**config.mk**
```make
export PLATFORM = sky130hd
export DESIGN_NAME = if_stage
export DESIGN_NICKNAME = d
export VERILOG_FILES = /design/src/verilog/fetch_pkg.sv /design/src/verilog/fetch_fifo.sv /design/src/verilog/if_stage.sv /design/src/verilog/prefetch_buffer.sv
export SDC_FILE = /design/constraint.sdc
export NUM_CORES = 1
export LEC_CHECK = 0
export BUFFER_PORTS_ARGS = -buffer_cell sky130_fd_sc_hd__buf_2
export CORE_ASPECT_RATIO = 0.7
export CORE_MARGIN = 1
export CORE_UTILIZATION = 60
export DETAILED_ROUTE_END_ITERATION = 10
export HOLD_SLACK_MARGIN = 0.08
export PLACE_DENSITY_LB_ADDON = 0.05
export SYNTH_ARGS = -nofsm -noshare
export SYNTH_HDL_FRONTEND = slang
export SYNTH_SLANG_ARGS = --single-unit
```
**constraint.sdc**
```tcl
create_clock -name clk -period 9.35 [get_ports clk]
set_input_delay 0.4675 -clock clk [delete_from_list [all_inputs] [get_ports clk]]
set_output_delay 0.4675 -clock clk [all_outputs]
set_load 0.1 [all_outputs]
```
**src/verilog/fetch_pkg.sv**
```systemverilog
//////////////////////////////
// fetch path shared types
//////////////////////////////

package fetch_pkg;

  // data and address width of the core
  localparam int unsigned XLEN = 32;

  // prefetch fifo depth, must be two or more
  localparam int unsigned BUF_DEPTH = 2;

  // fifo usage at which new memory requests stop
  localparam int unsigned BUF_ALM_FULL = BUF_DEPTH - 1;

  // one fetched word on its way to decode
  typedef struct packed {
    logic [XLEN-1:0] pc;
    // raw instruction word, zero on an error entry
    logic [XLEN-1:0] instr;
    // set when the fetch hit a protected address
    logic            err;
  } fetch_entry_t;

  // fetch fsm states
  typedef enum logic [2:0] {
    IDLE,
    WAIT_GNT,
    WAIT_RVALID,
    WAIT_ABORTED,
    WAIT_ERR
  } fetch_state_e;

  // request side of the instruction memory bus
  typedef struct packed {
    logic            req;
    logic [XLEN-1:0] addr;
  } imem_req_t;

endpackage

```
**src/verilog/fetch_fifo.sv**
```systemverilog
//////////////////////////////
// prefetch entry fifo
//////////////////////////////

module fetch_fifo
  import fetch_pkg::*;
#(
  parameter int unsigned DEPTH = BUF_DEPTH
) (
  input  logic                       clk,
  input  logic                       rst_n,
  input  logic                       flush_i,
  input  logic                       push_i,
  input  fetch_entry_t               data_i,
  input  logic                       pop_i,
  output fetch_entry_t               data_o,
  output logic                       empty_o,
  output logic                       full_o,
  output logic [$clog2(DEPTH+1)-1:0] usage_o
);

  localparam int unsigned PTR_W = $clog2(DEPTH);
  localparam int unsigned CNT_W = $clog2(DEPTH + 1);

  fetch_entry_t     mem_q [DEPTH];
  logic [PTR_W-1:0] wr_ptr_q;
  logic [PTR_W-1:0] rd_ptr_q;
  logic [CNT_W-1:0] cnt_q;
  logic             push_ok;
  logic             pop_ok;

  assign empty_o = (cnt_q == '0);
  assign full_o  = (cnt_q == CNT_W'(DEPTH));
  assign usage_o = cnt_q;

  // head is registered, nothing falls through from data_i
  assign data_o = mem_q[rd_ptr_q];

  // a flush wins over any push or pop in the same cycle
  assign push_ok = push_i & ~full_o & ~flush_i;
  assign pop_ok  = pop_i & ~empty_o & ~flush_i;

  always_ff @(posedge clk or negedge rst_n) begin
    if (!rst_n) begin
      wr_ptr_q <= '0;
      rd_ptr_q <= '0;
      cnt_q    <= '0;
    end else if (flush_i) begin
      wr_ptr_q <= '0;
      rd_ptr_q <= '0;
      cnt_q    <= '0;
    end else begin
      // pointers wrap explicitly so any depth works
      if (push_ok) begin
        wr_ptr_q <= (wr_ptr_q == PTR_W'(DEPTH - 1)) ? '0 : wr_ptr_q + 1'b1;
      end
      if (pop_ok) begin
        rd_ptr_q <= (rd_ptr_q == PTR_W'(DEPTH - 1)) ? '0 : rd_ptr_q + 1'b1;
      end
      cnt_q <= cnt_q + CNT_W'(push_ok) - CNT_W'(pop_ok);
    end
  end

  // storage
  always_ff @(posedge clk) begin
    if (push_ok) begin
      mem_q[wr_ptr_q] <= data_i;
    end
  end

endmodule

```
**src/verilog/if_stage.sv**
```systemverilog
//////////////////////////////
// instruction fetch stage
//////////////////////////////

module if_stage
  import fetch_pkg::*;
(
  input  logic            clk,
  input  logic            rst_n,

  // core control
  input  logic            req_i,
  input  logic            branch_i,
  input  logic [XLEN-1:0] branch_addr_i,
  input  logic            stall_i,

  // instruction memory
  output imem_req_t       imem_req_o,
  input  logic            imem_gnt_i,
  input  logic [XLEN-1:0] imem_rdata_i,
  input  logic            imem_rvalid_i,
  input  logic            imem_err_i,

  // toward decode
  output logic            id_valid_o,
  output fetch_entry_t    id_entry_o,
  output logic            busy_o
);

  logic         pf_valid;
  logic         pf_ready;
  fetch_entry_t pf_entry;
  logic         id_valid_q;
  fetch_entry_t id_entry_q;

  // register takes a new entry when empty or when decode moves on
  assign pf_ready = ~(id_valid_q & stall_i);

  prefetch_buffer prefetch_buffer_i (
    .clk           (clk),
    .rst_n         (rst_n),
    .req_i         (req_i),
    .branch_i      (branch_i),
    .branch_addr_i (branch_addr_i),
    .ready_i       (pf_ready),
    .valid_o       (pf_valid),
    .entry_o       (pf_entry),
    .imem_req_o    (imem_req_o),
    .imem_gnt_i    (imem_gnt_i),
    .imem_rdata_i  (imem_rdata_i),
    .imem_rvalid_i (imem_rvalid_i),
    .imem_err_i    (imem_err_i),
    .busy_o        (busy_o)
  );

  //////////////////////////////
  // IF/ID register
  //////////////////////////////

  // a branch kills whatever sits here or is arriving
  always_ff @(posedge clk or negedge rst_n) begin
    if (!rst_n) begin
      id_valid_q <= 1'b0;
    end else if (branch_i) begin
      id_valid_q <= 1'b0;
    end else if (pf_ready) begin
      id_valid_q <= pf_valid;
    end
  end

  always_ff @(posedge clk) begin
    if (pf_ready & pf_valid) begin
      id_entry_q <= pf_entry;
    end
  end

  assign id_valid_o = id_valid_q;
  assign id_entry_o = id_entry_q;

endmodule

```
**src/verilog/prefetch_buffer.sv**
```systemverilog
//////////////////////////////
// instruction prefetch buffer
//////////////////////////////

module prefetch_buffer
  import fetch_pkg::*;
(
  input  logic            clk,
  input  logic            rst_n,

  input  logic            req_i,
  input  logic            branch_i,
  input  logic [XLEN-1:0] branch_addr_i,

  input  logic            ready_i,
  output logic            valid_o,
  output fetch_entry_t    entry_o,

  // instruction memory port
  output imem_req_t       imem_req_o,
  input  logic            imem_gnt_i,
  input  logic [XLEN-1:0] imem_rdata_i,
  input  logic            imem_rvalid_i,
  input  logic            imem_err_i,

  output logic            busy_o
);

  localparam int unsigned CNT_W = $clog2(BUF_DEPTH + 1);

  fetch_state_e     state_q;
  fetch_state_e     state_d;
  fetch_state_e     req_next;
  logic [XLEN-1:0]  addr_q;
  logic [XLEN-1:0]  fetch_addr;
  logic             addr_valid;
  logic             issue_ok;
  logic             err_done_q;
  logic             err_take;

  fetch_entry_t     fifo_in;
  fetch_entry_t     fifo_head;
  logic             fifo_push;
  logic             fifo_pop;
  logic             fifo_empty;
  logic             fifo_valid;
  logic             fifo_ready;
  logic             alm_full;
  logic [CNT_W-1:0] fifo_usage;

  // a request is in flight or being presented
  assign busy_o = (state_q inside {WAIT_GNT, WAIT_RVALID, WAIT_ABORTED}) | imem_req_o.req;

  // next sequential word after the last issued address
  assign fetch_addr = {addr_q[XLEN-1:2], 2'b00} + XLEN'(4);

  // sequential fetch waits for buffer space but a branch always fetches
  assign issue_ok = branch_i | (req_i & fifo_ready);

  // where a presented request goes next
  // err only comes together with gnt
  assign req_next = !imem_gnt_i ? WAIT_GNT :
                    imem_err_i  ? WAIT_ERR : WAIT_RVALID;

  //////////////////////////////
  // fetch fsm
  //////////////////////////////

  always_comb begin
    state_d         = state_q;
    imem_req_o.req  = 1'b0;
    imem_req_o.addr = branch_i ? branch_addr_i : fetch_addr;
    addr_valid      = 1'b0;
    fifo_push       = 1'b0;

    unique case (state_q)
      // nothing outstanding
      IDLE: begin
        if (issue_ok) begin
          imem_req_o.req = 1'b1;
          addr_valid     = 1'b1;
          state_d        = req_next;
        end
      end

      // hold req and address until granted unless a branch replaces the address
      WAIT_GNT: begin
        imem_req_o.req = 1'b1;
        if (branch_i) begin
          addr_valid = 1'b1;
        end else begin
          imem_req_o.addr = addr_q;
        end
        state_d = req_next;
      end

      // one word outstanding with addr_q as its pc
      WAIT_RVALID: begin
        if (imem_rvalid_i) begin
          // buffer the word unless it can go straight to the consumer
          fifo_push = fifo_valid | ~ready_i;
          if (issue_ok) begin
            imem_req_o.req = 1'b1;
            addr_valid     = 1'b1;
            state_d        = req_next;
          end else begin
            state_d = IDLE;
          end
        end else if (branch_i) begin
          // the response still on its way gets dropped when it arrives
          addr_valid = 1'b1;
          state_d    = WAIT_ABORTED;
        end
      end

      // stale word pending while addr_q already holds the branch target
      WAIT_ABORTED: begin
        if (branch_i) begin
          addr_valid = 1'b1;
        end else begin
          imem_req_o.addr = addr_q;
        end
        if (imem_rvalid_i) begin
          imem_req_o.req = 1'b1;
          state_d        = req_next;
        end
      end

      // after a protected address hit only a branch restarts fetching
      WAIT_ERR: begin
        if (branch_i) begin
          imem_req_o.req = 1'b1;
          addr_valid     = 1'b1;
          state_d        = req_next;
        end
      end

      default: begin
        state_d = IDLE;
      end
    endcase
  end

  //////////////////////////////
  // state and address
  //////////////////////////////

  always_ff @(posedge clk or negedge rst_n) begin
    if (!rst_n) begin
      state_q    <= IDLE;
      addr_q     <= '0;
      err_done_q <= 1'b0;
    end else begin
      state_q <= state_d;
      if (addr_valid) begin
        addr_q <= imem_req_o.addr;
      end
      // error entry goes out once per WAIT_ERR visit
      err_done_q <= (state_q == WAIT_ERR) & ~branch_i & (err_done_q | err_take);
    end
  end

  //////////////////////////////
  // buffer and output mux
  //////////////////////////////

  assign fifo_in    = '{pc: addr_q, instr: imem_rdata_i, err: 1'b0};
  assign fifo_valid = ~fifo_empty;
  assign alm_full   = (fifo_usage >= CNT_W'(BUF_ALM_FULL));
  assign fifo_ready = ~alm_full;

  fetch_fifo #(
    .DEPTH   (BUF_DEPTH)
  ) fetch_fifo_i (
    .clk     (clk),
    .rst_n   (rst_n),
    .flush_i (branch_i),
    .push_i  (fifo_push),
    .data_i  (fifo_in),
    .pop_i   (fifo_pop),
    .data_o  (fifo_head),
    .empty_o (fifo_empty),
    .full_o  (),
    .usage_o (fifo_usage)
  );

  // older buffered words go ahead of the error entry and the live word
  always_comb begin
    fifo_pop      = 1'b0;
    err_take      = 1'b0;
    valid_o       = 1'b0;
    entry_o.pc    = addr_q;
    entry_o.instr = imem_rdata_i & {XLEN{imem_rvalid_i}};
    entry_o.err   = 1'b0;
    if (fifo_valid) begin
      entry_o  = fifo_head;
      valid_o  = 1'b1;
      fifo_pop = ready_i;
    end else if (state_q == WAIT_ERR) begin
      entry_o.instr = '0;
      entry_o.err   = 1'b1;
      valid_o       = ~err_done_q;
      err_take      = ~err_done_q & ready_i;
    end else begin
      // aborted responses never reach the consumer
      valid_o = imem_rvalid_i & (state_q == WAIT_RVALID);
    end
  end

endmodule
```
==> report_table.html, run 1 <==
<table>
<tr><th>Metric</th><th>Value</th></tr>
<tr><th colspan="2">Outcome</th></tr>
<tr><td>Run status</td><td>completed</td></tr>
<tr><th colspan="2">GRT</th></tr>
<tr><td>Initial antenna violation count</td><td>0</td></tr>
<tr><td>Aggregate global-route resource usage</td><td>26.9%</td></tr>
<tr><td>Residual overflow from global routing</td><td>0</td></tr>
<tr><td>Pin count of the biggest net entering global routing</td><td>103</td></tr>
<tr><td>Via count of the first global-routing pass</td><td>6,903</td></tr>
<tr><td>First-pass GRT wire length</td><td>36,700 µm</td></tr>
<tr><th colspan="2">Floorplan</th></tr>
<tr><td>Std-Cell Core Area</td><td>0.0165 mm²</td></tr>
<tr><td>Height of the die</td><td>112 µm</td></tr>
<tr><td>Count of standard-cell rows</td><td>39</td></tr>
<tr><td>Starting density of the core</td><td>62.3%</td></tr>
<tr><td>Die Area</td><td>0.0177 mm²</td></tr>
<tr><td>I/O pin count</td><td>172</td></tr>
<tr><td>Die Wd</td><td>159 µm</td></tr>
<tr><th colspan="2">Setup path</th></tr>
<tr><td>Worst R2R End</td><td>prefetch_buffer_i.addr_q[24]</td></tr>
<tr><td>Crit end category</td><td>output pin</td></tr>
<tr><td>Cell class contributing the biggest share of worst-path delay</td><td>simple AND/OR/NAND/NOR gates</td></tr>
<tr><td>Worst EP required</td><td>8.88 ns</td></tr>
<tr><td>Setup CP Type</td><td>flop to output pin</td></tr>
<tr><td>Highest fanout seen on the critical path</td><td>14</td></tr>
<tr><td>Worst reg2reg path startpoint</td><td>prefetch_buffer_i.fetch_fifo_i.usage_o[1]</td></tr>
<tr><td>Slowest stage cell on the critical path</td><td>nor3_2</td></tr>
<tr><td>Buf+Inv Stages, Crit Path</td><td>1</td></tr>
<tr><td>Worst reg-to-reg setup slack</td><td>6.20 ns</td></tr>
<tr><td>Arrival time of data at the critical path endpoint</td><td>3.43 ns</td></tr>
<tr><td>Delay contributed by the slowest stage of the critical path</td><td>0.80 ns</td></tr>
<tr><td>Worst Reg2Reg Path Length in Cells</td><td>6</td></tr>
<tr><td>Ordered cell list for the critical path</td><td>and2b_1 -&gt; nor3_2 -&gt; nand4_1 -&gt; xor2_1 -&gt; o21ai_0 -&gt; buf_2</td></tr>
<tr><td>Startpoint types</td><td>flop</td></tr>
<tr><th colspan="2">Place</th></tr>
<tr><td>Setup Slack @ Placement</td><td>5.86 ns</td></tr>
<tr><td>HPWL Detailed</td><td>14,400 µm</td></tr>
<tr><td>DP Cell Count</td><td>1,159</td></tr>
<tr><td>Count of buffers inserted at the top-level ports</td><td>171</td></tr>
<tr><td>Placer Congestion</td><td>0.906</td></tr>
<tr><th colspan="2">Timing</th></tr>
<tr><td>Final worst path period share</td><td>41.6%</td></tr>
<tr><td>Worst slew margin relative to its limit</td><td>30.7%</td></tr>
<tr><td>Final-report hold violation count</td><td>0</td></tr>
<tr><td>Fin crit period</td><td>3.89 ns</td></tr>
<tr><td>Worst Slack Setup Final</td><td>5.46 ns</td></tr>
<tr><td>Finish-stage setup viols</td><td>0</td></tr>
<tr><td>Fin Setup TNS</td><td>0 ns</td></tr>
<tr><td>Max frequency</td><td>257 MHz</td></tr>
<tr><td>RSZ-0062 raised after global routing</td><td>false</td></tr>
<tr><td>Worst clock skew</td><td>0.00809 ns</td></tr>
<tr><td>Slew at the pin with the worst max-slew slack</td><td>1.04 ns</td></tr>
<tr><td>Number of max-slew violations in the final report</td><td>0</td></tr>
<tr><td>Final hold slack</td><td>0.133 ns</td></tr>
<tr><th colspan="2">Finish</th></tr>
<tr><td>Area growth from synthesis to layout</td><td>16.8%</td></tr>
<tr><td>Number of fillers in the final layout</td><td>1,143</td></tr>
<tr><td>Number of diodes added for antenna fixing</td><td>0</td></tr>
<tr><td>Net count reported at finish</td><td>1,034</td></tr>
<tr><td>Fraction of layout cells with a size suffix above 1</td><td>24.9%</td></tr>
<tr><td>FF/Latch Area</td><td>0.00683 mm²</td></tr>
<tr><td>Post-layout util</td><td>72.7%</td></tr>
<tr><td>Cell Count, Final, Fillers Out</td><td>1,200</td></tr>
<tr><td>Area of the multi-input gates</td><td>0.00325 mm²</td></tr>
<tr><th colspan="2">CTS</th></tr>
<tr><td>CTS root buffer</td><td>clkbuf_16</td></tr>
<tr><td>Post-cts repair resize count</td><td>0</td></tr>
<tr><td>Number of buffers inserted by hold repair at cts</td><td>0</td></tr>
<tr><td>CTS tree</td><td>yes</td></tr>
<tr><td>Postcts setup bufs</td><td>0</td></tr>
<tr><td>Later-pin clock latency in the skew report</td><td>0.49 ns</td></tr>
<tr><td>Total clock buffers created by CTS</td><td>23</td></tr>
<tr><td>Clock-pin slew on the worst setup and hold paths</td><td>0.06 ns</td></tr>
<tr><td>CTS Sinks</td><td>234</td></tr>
<tr><td>CTS max path bufs</td><td>3</td></tr>
<tr><td>CTS H-tree lvls</td><td>1</td></tr>
<tr><th colspan="2">Pwr</th></tr>
<tr><td>Worst voltage drop across the vdd grid</td><td>0.248 mV</td></tr>
<tr><td>Power per unit of standard cell area</td><td>314 mW/mm²</td></tr>
<tr><td>Reported leakage power</td><td>4.44 nW</td></tr>
<tr><th colspan="2">Job</th></tr>
<tr><td>MaxCap Viol Count</td><td>0</td></tr>
<tr><th colspan="2">Drt</th></tr>
<tr><td>DRC</td><td>0</td></tr>
<tr><td>Number of vias after detailed routing</td><td>7,153</td></tr>
<tr><td>Met3 WL</td><td>1630 µm</td></tr>
<tr><td>Via density per instance</td><td>5.96</td></tr>
<tr><td>Total wire length after detailed routing</td><td>23,100 µm</td></tr>
<tr><td>Number of search-and-repair iterations in the first detailed-routing pass</td><td>5</td></tr>
<tr><td>1st-iter DRT viols</td><td>734</td></tr>
<tr><td>Antenna violation net count after detailed routing</td><td>0</td></tr>
<tr><td>WL met1</td><td>10,600 µm</td></tr>
<tr><td>Top layer in use</td><td>met4</td></tr>
<tr><td>Routed length on met2</td><td>10,400 µm</td></tr>
<tr><td>Average routed wire per standard cell</td><td>19.3 µm</td></tr>
<tr><th colspan="2">Synthesis</th></tr>
<tr><td>Count of mapped cells out of synthesis</td><td>811</td></tr>
<tr><td>Number of enable-type register cells in the synthesized netlist</td><td>193</td></tr>
<tr><td>FF+latch count, synth</td><td>234</td></tr>
<tr><td>Ys Warns</td><td>0</td></tr>
<tr><td>Netlist cell types</td><td>54</td></tr>
<tr><td>Post-synthesis instance area</td><td>0.0103 mm²</td></tr>
<tr><td>Post-Syn Nets</td><td>886</td></tr>
<tr><td>Synth top area cells</td><td>edfxtp_1 56%, dfrtp_1 10%, mux2i_1 6.4%, nand2_1 4.1%, o21ai_0 4.0%</td></tr>
<tr><td>Post-synthesis sequential area ratio</td><td>66.2%</td></tr>
<tr><td>Proportion of register bits with asynchronous set or reset after synthesis</td><td>17.5%</td></tr>
<tr><td>Most frequent cell after synthesis</td><td>edfxtp_1</td></tr>
<tr><td>Avg Inst Size Synth</td><td>12.7 µm²</td></tr>
<tr><td>Dominant synthesized flop cell</td><td>edfxtp_1</td></tr>
<tr><td>Ranking of synthesized cells by instance count</td><td>193 x edfxtp_1, 113 x nand2_1, 83 x o21ai_0</td></tr>
<tr><td>Fraction of post-synthesis cell area in the top cell type by area</td><td>56.3%</td></tr>
<tr><td>Synth area leader</td><td>edfxtp_1</td></tr>
<tr><th colspan="2">Worst hold path</th></tr>
<tr><td>Path class of the lowest-slack min-delay path</td><td>input port to asynchronous set/reset pin</td></tr>
</table>
==> cell usage in the layout (no fill, tap or decap), types with 5 or more instances in the layout <==
cell,n
nor3_1,12
nand2_1,113
or3_1,6
o21a_1,7
clkbuf_1,9
and3_1,9
clkbuf_16,23
edfxtp_1,193
nor2_1,28
buf_4,9
nand2b_1,5
a21oi_1,25
nand3_1,17
xnor2_1,14
a2bb2oi_1,5
o2111ai_1,7
nand4_1,17
mux2i_1,66
dfrtp_1,40
buf_2,171
o21ai_0,83
nor4_1,6
xor2_1,12
o22ai_1,6
inv_1,7
mux2_2,17
==> metal layers <==
layer  vias up  track usage [%]
met5         -                0
met4         0             7.76
met3        34             3.54
met2       298             39.9
met1      3495             41.7
li1       3326                -
==> worst max-delay path by stage <==
| stage | start | cells past startpoint | to |
|---|---|---|---|
| 6_report | prefetch_buffer_i.state_q[2] | 6 | imem_req_o[31] |
| 5_1_grt | prefetch_buffer_i.state_q[2] | 6 | imem_req_o[31] |
| 4_1_cts | prefetch_buffer_i.state_q[2] | 6 | imem_req_o[31] |
| 3_5_place_dp | branch_i | 7 | prefetch_buffer_i.fetch_fifo_i.mem_q[0][47] |
| 3_3_place_gp | branch_i | 7 | prefetch_buffer_i.fetch_fifo_i.mem_q[0][47] |
| 2_1_floorplan | prefetch_buffer_i.addr_q[6] | 4 | imem_req_o[12] |
==> registers in the layout, indices dropped and copies added (netlist names) <==
name and cells:
id_entry_o 65, id_valid_o 1, prefetch_buffer_i.addr_q 32, prefetch_buffer_i.err_done_q 1, prefetch_buffer_i.fetch_fifo_i.mem_q 128, prefetch_buffer_i.fetch_fifo_i.rd_ptr_q 1
prefetch_buffer_i.fetch_fifo_i.usage_o 2, prefetch_buffer_i.fetch_fifo_i.wr_ptr_q 1, prefetch_buffer_i.state_q 3
==> per-stage QoR <==
step / total power [mW] / area [µm²]
6_report: 3.77 / 12000
5_1_grt: 3.92 / 12000
4_1_cts: 3.78 / 12000
3_5_place_dp: 2.88 / 11300
3_3_place_gp: 2.85 / 11300
2_1_floorplan: 2.63 / 10300
==> cells by family (layout without fill, tap and decap cells) <==
kind of cell	after synthesis	in the layout	synth area share, %
xor gates and xnor gates	26	26	2.21
buffers and inverters	64	228	2.55
DFF	234	234	66.2
AOI/OAI and AO/OA	165	165	9.61
muxes	83	83	8.27
and+or+nand+nor	236	236	10.8
adders and majority gates	3	3	0.364
==> report_power, final <==
group          switching (mW)  total, mW  internal, mW
sequential              0.172       1.51          1.34
clock                   0.373      0.901         0.528
combinational            1.10       1.37         0.264
total                    1.65       3.77          2.13
==> final cells by class <==
class / count / share of cell area [%]
sequential: 234 / 56.7
multi-input combinational: 513 / 27.0
timing repair buffer: 180 / 7.67
clock buffer: 34 / 5.29
tap: 225 / 2.34
clock inverter: 7 / 0.738
inverter: 7 / 0.218
Note: power is estimated with default switching activity, not from simulation.
==> run 2, diff against run 1 <==
--- a/config.mk
+++ b/config.mk
@@ -8,7 +8,7 @@
 export BUFFER_PORTS_ARGS = -buffer_cell sky130_fd_sc_hd__buf_2
 export CORE_ASPECT_RATIO = 0.7
 export CORE_MARGIN = 1
-export CORE_UTILIZATION = 60
+export CORE_UTILIZATION = 51
 export DETAILED_ROUTE_END_ITERATION = 10
 export HOLD_SLACK_MARGIN = 0.08
 export PLACE_DENSITY_LB_ADDON = 0.05
==> constraint.sdc (replaced) <==
create_clock -name clk -period 3.5 [get_ports clk]
set_input_delay 0.175 -clock clk [delete_from_list [all_inputs] [get_ports clk]]
set_output_delay 0.175 -clock clk [all_outputs]
set_load 0.1 [all_outputs]
==> run 2 against run 1 <==
Compared with the run above: cell area up 7.0%; power rose to 2.8 times the previous value; core utilization down 7.7 points; sequential share of layout area down 3.7 points; first-iteration DRC count down 7.8%; count of clock-buffer cells in the layout down 8; non-clock buffer count up 68; sequential cell count unchanged; critical endpoint is now imem_req_o[16]; clock power rose to 3.0 times the previous value; routed wire length up 7.4%; cell count up 9.5%; sequential power rose to 2.7 times the previous value.
==> report_table.html, run 2 (synthesis results as in run 1) <==
<table>
<tr><th>Metric</th><th>Value</th></tr>
<tr><th colspan="2">Outcome</th></tr>
<tr><td>Run status</td><td>completed</td></tr>
<tr><th colspan="2">GRT</th></tr>
<tr><td>Residual overflow from global routing</td><td>0</td></tr>
<tr><td>Initial antenna violation count</td><td>0</td></tr>
<tr><td>Pin count of the biggest net entering global routing</td><td>87</td></tr>
<tr><td>Aggregate global-route resource usage</td><td>23.9%</td></tr>
<tr><td>Via count of the first global-routing pass</td><td>7,104</td></tr>
<tr><td>First-pass GRT wire length</td><td>38,000 µm</td></tr>
<tr><th colspan="2">Place</th></tr>
<tr><td>Placement-stage cell area</td><td>0.0115 mm²</td></tr>
<tr><td>Setup Slack @ Placement</td><td>0.818 ns</td></tr>
<tr><td>Count of buffers inserted at the top-level ports</td><td>171</td></tr>
<tr><td>Placer Congestion</td><td>0.878</td></tr>
<tr><td>HPWL Detailed</td><td>15,500 µm</td></tr>
<tr><th colspan="2">Setup path</th></tr>
<tr><td>Startpoint types</td><td>flop</td></tr>
<tr><td>Ordered cell list for the critical path</td><td>and4_1 -&gt; nand3_1 -&gt; buf_4 -&gt; nor3_1 -&gt; xnor2_1 -&gt; a21oi_1 -&gt; buf_2</td></tr>
<tr><td>Worst EP required</td><td>3.32 ns</td></tr>
<tr><td>Delay contributed by the slowest stage of the critical path</td><td>0.53 ns</td></tr>
<tr><td>Setup CP Type</td><td>flop to output pin</td></tr>
<tr><td>Arrival time of data at the critical path endpoint</td><td>3.08 ns</td></tr>
<tr><td>Crit end category</td><td>output pin</td></tr>
<tr><td>Slowest stage cell on the critical path</td><td>dfrtp_1</td></tr>
<tr><td>Highest fanout seen on the critical path</td><td>11</td></tr>
<tr><th colspan="2">Timing</th></tr>
<tr><td>Worst slew margin relative to its limit</td><td>35.7%</td></tr>
<tr><td>Fin crit period</td><td>3.25 ns</td></tr>
<tr><td>Final worst path period share</td><td>93.0%</td></tr>
<tr><td>Fin Setup TNS</td><td>0 ns</td></tr>
<tr><td>Number of max-slew violations in the final report</td><td>0</td></tr>
<tr><td>Finish-stage setup viols</td><td>0</td></tr>
<tr><td>Final-report hold violation count</td><td>0</td></tr>
<tr><td>RSZ-0062 raised after global routing</td><td>false</td></tr>
<tr><td>Slew at the pin with the worst max-slew slack</td><td>0.964 ns</td></tr>
<tr><td>Worst clock skew</td><td>0.00678 ns</td></tr>
<tr><td>Max frequency</td><td>307 MHz</td></tr>
<tr><td>Worst Slack Setup Final</td><td>0.247 ns</td></tr>
<tr><th colspan="2">Floorplan</th></tr>
<tr><td>Count of standard-cell rows</td><td>43</td></tr>
<tr><td>Std-Cell Core Area</td><td>0.0198 mm²</td></tr>
<tr><td>Die Wd</td><td>172 µm</td></tr>
<tr><td>Die Area</td><td>0.0208 mm²</td></tr>
<tr><td>Starting density of the core</td><td>52.0%</td></tr>
<tr><td>I/O pin count</td><td>172</td></tr>
<tr><td>Height of the die</td><td>121 µm</td></tr>
<tr><th colspan="2">Finish</th></tr>
<tr><td>Fraction of layout cells with a size suffix above 1</td><td>25.2%</td></tr>
<tr><td>Highest-count cells in the layout ignoring fill and taps</td><td>193 x edfxtp_1, 171 x buf_2, 113 x nand2_1</td></tr>
<tr><td>Area growth from synthesis to layout</td><td>25.0%</td></tr>
<tr><td>Number of fillers in the final layout</td><td>1,572</td></tr>
<tr><td>Most common cell after layout, fill and taps aside</td><td>edfxtp_1</td></tr>
<tr><td>Number of diodes added for antenna fixing</td><td>0</td></tr>
<tr><td>Net count reported at finish</td><td>1,102</td></tr>
<tr><td>Area of the multi-input gates</td><td>0.00326 mm²</td></tr>
<tr><td>Post-layout util</td><td>65.0%</td></tr>
<tr><td>FF/Latch Area</td><td>0.00683 mm²</td></tr>
<tr><td>Post-route cell area</td><td>0.0129 mm²</td></tr>
<tr><td>Reg with most FFs</td><td>prefetch_buffer_i.fetch_fifo_i.mem_q</td></tr>
<tr><td>Number of flip-flops under the largest register name</td><td>128</td></tr>
<tr><th colspan="2">Worst hold path</th></tr>
<tr><td>Path class of the lowest-slack min-delay path</td><td>input port to flop</td></tr>
<tr><th colspan="2">Pwr</th></tr>
<tr><td>Power per unit of standard cell area</td><td>812 mW/mm²</td></tr>
<tr><td>Worst voltage drop across the vdd grid</td><td>0.840 mV</td></tr>
<tr><td>Combinational fraction of design power</td><td>36.1%</td></tr>
<tr><td>Power Internal</td><td>5.95 mW</td></tr>
<tr><td>Switching power total</td><td>4.50 mW</td></tr>
<tr><td>Reported leakage power</td><td>4.80 nW</td></tr>
<tr><td>Seq pwr share</td><td>38.4%</td></tr>
<tr><td>Switching share of power</td><td>43.0%</td></tr>
<tr><td>Share of total power in the clock network</td><td>25.4%</td></tr>
<tr><th colspan="2">Drt</th></tr>
<tr><td>1st-iter DRT viols</td><td>677</td></tr>
<tr><td>Via density per instance</td><td>5.60</td></tr>
<tr><td>Number of vias after detailed routing</td><td>7,359</td></tr>
<tr><td>Number of search-and-repair iterations in the first detailed-routing pass</td><td>5</td></tr>
<tr><td>Antenna violation net count after detailed routing</td><td>0</td></tr>
<tr><td>DRC</td><td>0</td></tr>
<tr><td>Average routed wire per standard cell</td><td>18.9 µm</td></tr>
<tr><td>Total wire length after detailed routing</td><td>24,800 µm</td></tr>
<tr><th colspan="2">CTS</th></tr>
<tr><td>CTS root buffer</td><td>clkbuf_16</td></tr>
<tr><td>Post-cts repair resize count</td><td>0</td></tr>
<tr><td>CTS Sinks</td><td>234</td></tr>
<tr><td>CTS tree</td><td>yes</td></tr>
<tr><td>Later-pin clock latency in the skew report</td><td>0.51 ns</td></tr>
<tr><td>Total clock buffers created by CTS</td><td>23</td></tr>
<tr><td>CTS H-tree lvls</td><td>1</td></tr>
<tr><td>Clock-pin slew on the worst setup and hold paths</td><td>0.06 ns</td></tr>
<tr><td>CTS max path bufs</td><td>3</td></tr>
<tr><th colspan="2">Job</th></tr>
<tr><td>MaxCap Viol Count</td><td>0</td></tr>
</table>
==> run 2: cell types whose count changed in the layout (fill, tap and decap cells not counted), moves of 2 or more <==
cell | before | now
buf_12 | 0 | 2
buf_4 | 9 | 17
bufinv_16 | 2 | 5
clkbuf_1 | 9 | 1
clkinv_2 | 4 | 8
dlygate4sd3_1 | 0 | 58
o21ai_0 | 83 | 79
o21ai_1 | 2 | 6
==> run 2: area by class of cell <==
class,count,area share (%)
Multi-Input combinational cell,513,25.3
Clock buffer,26,4.71
Sequential cell,234,53.0
Inverter,7,0.204
Clock inverter,16,1.64
Tap cell,270,2.62
Timing Repair Buffer,248,12.5
==> run 2: through the flow <==
stage	power [mW]	hold slack [ns]	cells
final	10.5	0.108	1314
after global routing	10.8	0.108	1314
after CTS	10.5	0.0976	1314
after detailed placement	7.78	0.307	1214
after global placement	7.71	0.301	1214
after floorplan	7.04	-0.121	811
==> run 2: power groups by stage <==
stage / logic [mW] / clock network [mW] / registers [mW]
after floorplan: 1.87 / 0 / 5.17
after global placement: 3.68 / 0 / 4.03
after detailed placement: 3.71 / 0 / 4.06
after CTS: 3.78 / 2.71 / 4.01
after global routing: 3.95 / 2.81 / 4.08
final: 3.77 / 2.66 / 4.02
==> run 2: timing repair <==
action                     CTS  global route
setup endpoints to repair    0             0
hold buffers                58             0
setup buffers                0             0
hold endpoints to repair   162             0
==> run 2: path summary, 6_finish.rpt <==
path | to | cells after the start | slack, ns | from
max | imem_req_o[16] | 7 | 0.25 | prefetch_buffer_i.addr_q[6]
min | prefetch_buffer_i.addr_q[4] | 4 | 0.11 | branch_addr_i[4]
min in group asynchronous | prefetch_buffer_i.addr_q[15] | 3 | 0.29 | rst_n
min reg2reg | prefetch_buffer_i.fetch_fifo_i.mem_q[0][32] | 0 | 0.54 | prefetch_buffer_i.addr_q[0]
max reg2reg | id_entry_o[26] | 6 | 0.87 | prefetch_buffer_i.fetch_fifo_i.usage_o[1]
max in group asynchronous | prefetch_buffer_i.fetch_fifo_i.rd_ptr_q | 3 | 2.75 | rst_n
==> run 2: routing by layer <==
metal  share of wire (%)  up-vias  global-route usage [%]
met5                   0        -                       0
met4                 2.6        0                    7.47
met1                  46     3567                    34.9
met3                 6.4       40                    3.65
li1                    -     3462                       -
met2                  45      290                    37.1
==> run 2: critical path: cells and delay by family, from the launching register on <==
family,cells,cell delay [ns]
DFF,1,0.53
and+or+nand+nor,3,1.05
buffers and inverters,2,0.73
xor gates and xnor gates,1,0.11
AOI/OAI and AO/OA,1,0.15
==> run 3, diff against run 2 <==
--- a/config.mk
+++ b/config.mk
@@ -6,7 +6,7 @@
 export NUM_CORES = 1
 export LEC_CHECK = 0
 export BUFFER_PORTS_ARGS = -buffer_cell sky130_fd_sc_hd__buf_2
-export CORE_ASPECT_RATIO = 0.7
+export CAP_MARGIN = 25
 export CORE_MARGIN = 1
 export CORE_UTILIZATION = 51
 export DETAILED_ROUTE_END_ITERATION = 10
==> run 3 against run 2 <==
Compared with the run above: count of clock-buffer cells in the layout grew 6; largest cell class unchanged; routed wire length fell by 3.1%; sequential share of layout area increased by 0.26 points; first-iteration DRC count is 21% lower; largest power group unchanged; critical path type unchanged; critical endpoint unchanged; register-to-register slack lost 0.11 ns; die area barely moved; highest routed layer unchanged; worst hold slack lost 0.011 ns.
==> report_table.html, run 3 (synthesis results as in run 1) <==
<table>
<tr><th>Metric</th><th>Value</th></tr>
<tr><th colspan="2">Outcome</th></tr>
<tr><td>Run status</td><td>completed</td></tr>
<tr><th colspan="2">Job</th></tr>
<tr><td>MaxCap Viol Count</td><td>0</td></tr>
<tr><th colspan="2">Setup path</th></tr>
<tr><td>Delay contributed by the slowest stage of the critical path</td><td>0.56 ns</td></tr>
<tr><td>Cell class contributing the biggest share of worst-path delay</td><td>simple AND/OR/NAND/NOR gates</td></tr>
<tr><td>Slowest stage cell on the critical path</td><td>dfrtp_1</td></tr>
<tr><td>Setup CP Type</td><td>flop to output pin</td></tr>
<tr><td>Worst reg-to-reg setup slack</td><td>0.76 ns</td></tr>
<tr><td>Worst Reg2Reg Path Length in Cells</td><td>7</td></tr>
<tr><td>Highest fanout seen on the critical path</td><td>14</td></tr>
<tr><td>Ordered cell list for the critical path</td><td>nand2b_1 -&gt; nand3_1 -&gt; buf_4 -&gt; nor3_1 -&gt; xnor2_1 -&gt; a21oi_1 -&gt; buf_2</td></tr>
<tr><td>Count of cell instances traversed by the critical path</td><td>7</td></tr>
<tr><td>Worst R2R End</td><td>prefetch_buffer_i.state_q[2]</td></tr>
<tr><td>Buf+Inv Stages, Crit Path</td><td>2</td></tr>
<tr><td>CP endpoint</td><td>imem_req_o[16]</td></tr>
<tr><td>Arrival time of data at the critical path endpoint</td><td>3.09 ns</td></tr>
<tr><td>Crit end category</td><td>output pin</td></tr>
<tr><td>Worst setup path start</td><td>prefetch_buffer_i.state_q[2]</td></tr>
<tr><td>Startpoint types</td><td>flop</td></tr>
<tr><td>Worst EP required</td><td>3.32 ns</td></tr>
<tr><td>Worst reg2reg path startpoint</td><td>prefetch_buffer_i.fetch_fifo_i.usage_o[1]</td></tr>
<tr><th colspan="2">Timing</th></tr>
<tr><td>Fin crit period</td><td>3.26 ns</td></tr>
<tr><td>Fin Setup TNS</td><td>0 ns</td></tr>
<tr><td>RSZ-0062 raised after global routing</td><td>false</td></tr>
<tr><td>Number of max-slew violations in the final report</td><td>0</td></tr>
<tr><td>Finish-stage setup viols</td><td>0</td></tr>
<tr><td>Slew at the pin with the worst max-slew slack</td><td>1.01 ns</td></tr>
<tr><td>Max frequency</td><td>306 MHz</td></tr>
<tr><td>Final-report hold violation count</td><td>0</td></tr>
<tr><td>Worst slew margin relative to its limit</td><td>32.9%</td></tr>
<tr><td>Final worst path period share</td><td>93.3%</td></tr>
<tr><td>Worst clock skew</td><td>0.0106 ns</td></tr>
<tr><td>Worst Slack Setup Final</td><td>0.236 ns</td></tr>
<tr><th colspan="2">Finish</th></tr>
<tr><td>Cell Count, Final, Fillers Out</td><td>1,311</td></tr>
<tr><td>FF/Latch Area</td><td>0.00683 mm²</td></tr>
<tr><td>Most common cell after layout, fill and taps aside</td><td>edfxtp_1</td></tr>
<tr><td>Net count reported at finish</td><td>1,101</td></tr>
<tr><td>Number of fillers in the final layout</td><td>1,547</td></tr>
<tr><td>Number of flip-flops under the largest register name</td><td>128</td></tr>
<tr><td>Area growth from synthesis to layout</td><td>24.4%</td></tr>
<tr><td>Reg with most FFs</td><td>prefetch_buffer_i.fetch_fifo_i.mem_q</td></tr>
<tr><td>Area of the multi-input gates</td><td>0.00327 mm²</td></tr>
<tr><td>Highest-count cells in the layout ignoring fill and taps</td><td>193 x edfxtp_1, 171 x buf_2, 113 x nand2_1</td></tr>
<tr><td>Fraction of layout cells with a size suffix above 1</td><td>23.9%</td></tr>
<tr><th colspan="2">Floorplan</th></tr>
<tr><td>Count of standard-cell rows</td><td>51</td></tr>
<tr><td>Height of the die</td><td>144 µm</td></tr>
<tr><td>Die Wd</td><td>144 µm</td></tr>
<tr><td>Starting density of the core</td><td>52.4%</td></tr>
<tr><td>Die Area</td><td>0.0208 mm²</td></tr>
<tr><td>Std-Cell Core Area</td><td>0.0197 mm²</td></tr>
<tr><td>I/O pin count</td><td>172</td></tr>
<tr><th colspan="2">GRT</th></tr>
<tr><td>Via count of the first global-routing pass</td><td>7,379</td></tr>
<tr><td>Residual overflow from global routing</td><td>0</td></tr>
<tr><td>Pin count of the biggest net entering global routing</td><td>102</td></tr>
<tr><td>Initial antenna violation count</td><td>1</td></tr>
<tr><td>Aggregate global-route resource usage</td><td>23.9%</td></tr>
<tr><td>First-pass GRT wire length</td><td>38,300 µm</td></tr>
<tr><th colspan="2">CTS</th></tr>
<tr><td>CTS max path bufs</td><td>3</td></tr>
<tr><td>CTS tree</td><td>yes</td></tr>
<tr><td>Clock-pin slew on the worst setup and hold paths</td><td>0.06 ns</td></tr>
<tr><td>Later-pin clock latency in the skew report</td><td>0.52 ns</td></tr>
<tr><td>CTS root buffer</td><td>clkbuf_16</td></tr>
<tr><td>Postcts setup bufs</td><td>0</td></tr>
<tr><td>CTS Sinks</td><td>234</td></tr>
<tr><td>Total clock buffers created by CTS</td><td>25</td></tr>
<tr><td>CTS H-tree lvls</td><td>1</td></tr>
<tr><th colspan="2">Pwr</th></tr>
<tr><td>Power per unit of standard cell area</td><td>797 mW/mm²</td></tr>
<tr><td>Worst voltage drop across the vdd grid</td><td>0.518 mV</td></tr>
<tr><td>Reported leakage power</td><td>4.73 nW</td></tr>
<tr><th colspan="2">Drt</th></tr>
<tr><td>Antenna violation net count after detailed routing</td><td>0</td></tr>
<tr><td>Number of search-and-repair iterations in the first detailed-routing pass</td><td>5</td></tr>
<tr><td>1st-iter DRT viols</td><td>534</td></tr>
<tr><td>Total wire length after detailed routing</td><td>24,100 µm</td></tr>
<tr><td>DRC</td><td>0</td></tr>
<tr><td>Average routed wire per standard cell</td><td>18.4 µm</td></tr>
<tr><td>Number of vias after detailed routing</td><td>7,381</td></tr>
<tr><td>Via density per instance</td><td>5.63</td></tr>
<tr><th colspan="2">Worst hold path</th></tr>
<tr><td>Path class of the lowest-slack min-delay path</td><td>input port to flop</td></tr>
<tr><th colspan="2">Place</th></tr>
<tr><td>Setup Slack @ Placement</td><td>0.690 ns</td></tr>
<tr><td>DP Cell Count</td><td>1,204</td></tr>
<tr><td>HPWL Detailed</td><td>14,800 µm</td></tr>
<tr><td>Count of buffers inserted at the top-level ports</td><td>171</td></tr>
<tr><td>Placer Congestion</td><td>0.912</td></tr>
</table>
-- run 3: changes by cell type in the layout (fill, tap and decap cells not counted), moves of 4 or more --
cell	delta
buf_4	-6
clkinv_2	-6
clkinv_1	+7
clkbuf_1	+6
bufinv_16	-4
-- run 3: layout make-up --
class                   instances  area share, %
clock inverters                14          0.820
repair buffers                245           12.5
multi-input cells             513           25.5
inverters                       7          0.205
well taps                     265           2.59
diodes                          1         0.0195
flip-flops and latches        234           53.3
clock buffers                  32           5.09
-- run 3: timing repair --
item,CTS,global route
hold buffers,60,0
hold endpoints to repair,144,0
endpoints found under the setup margin,0,1
gates resized for setup,0,1
-- run 3: report_power, final --
part           internal [mW]  switching [mW]  leakage [nW]
sequential              3.57           0.469          2.25
combinational          0.776            2.97          2.12
clock                   1.39            1.03         0.361
total                   5.74            4.47          4.73
-- run 3: worst min path at each step --
stage / endpoint / slack (ns) / cells past startpoint / startpoint
2_1_floorplan: id_valid_o / -0.12 / 0 / rst_n
3_3_place_gp: prefetch_buffer_i.addr_q[16] / 0.17 / 1 / rst_n
3_5_place_dp: prefetch_buffer_i.addr_q[16] / 0.18 / 1 / rst_n
4_1_cts: prefetch_buffer_i.addr_q[20] / 0.08 / 4 / branch_addr_i[20]
5_1_grt: prefetch_buffer_i.addr_q[4] / 0.11 / 4 / branch_addr_i[4]
6_report: prefetch_buffer_i.addr_q[20] / 0.1 / 4 / branch_addr_i[20]
-- run 3: per-stage QoR --
stage	util, %	hold slack [ns]	total power, mW	cell area, µm²
finish	65.2	0.0972	10.2	12800
global route	65.2	0.107	10.6	12800
CTS	65.1	0.0839	10.3	12800
detailed placement	58.2	0.177	7.77	11400
global placement	58.2	0.173	7.70	11400
floorplan	-	-0.121	7.04	10300
-- run 3: layer usage --
layer | share of wire, % | track usage, %
met1 | 42 | 31.7
met2 | 49 | 40.4
met3 | 6.0 | 3.51
met4 | 2.5 | 7.61
met5 | 0 | 0
-- run 3: worst register-to-register path: cells and delay by family, from the launching register on --
family                 cells  cell delay, ns
buffers and inverters      2            1.31
flip-flops                 1            0.45
AND/OR/NAND/NOR            3            0.46
AO/OA/AOI/OAI              2            0.43
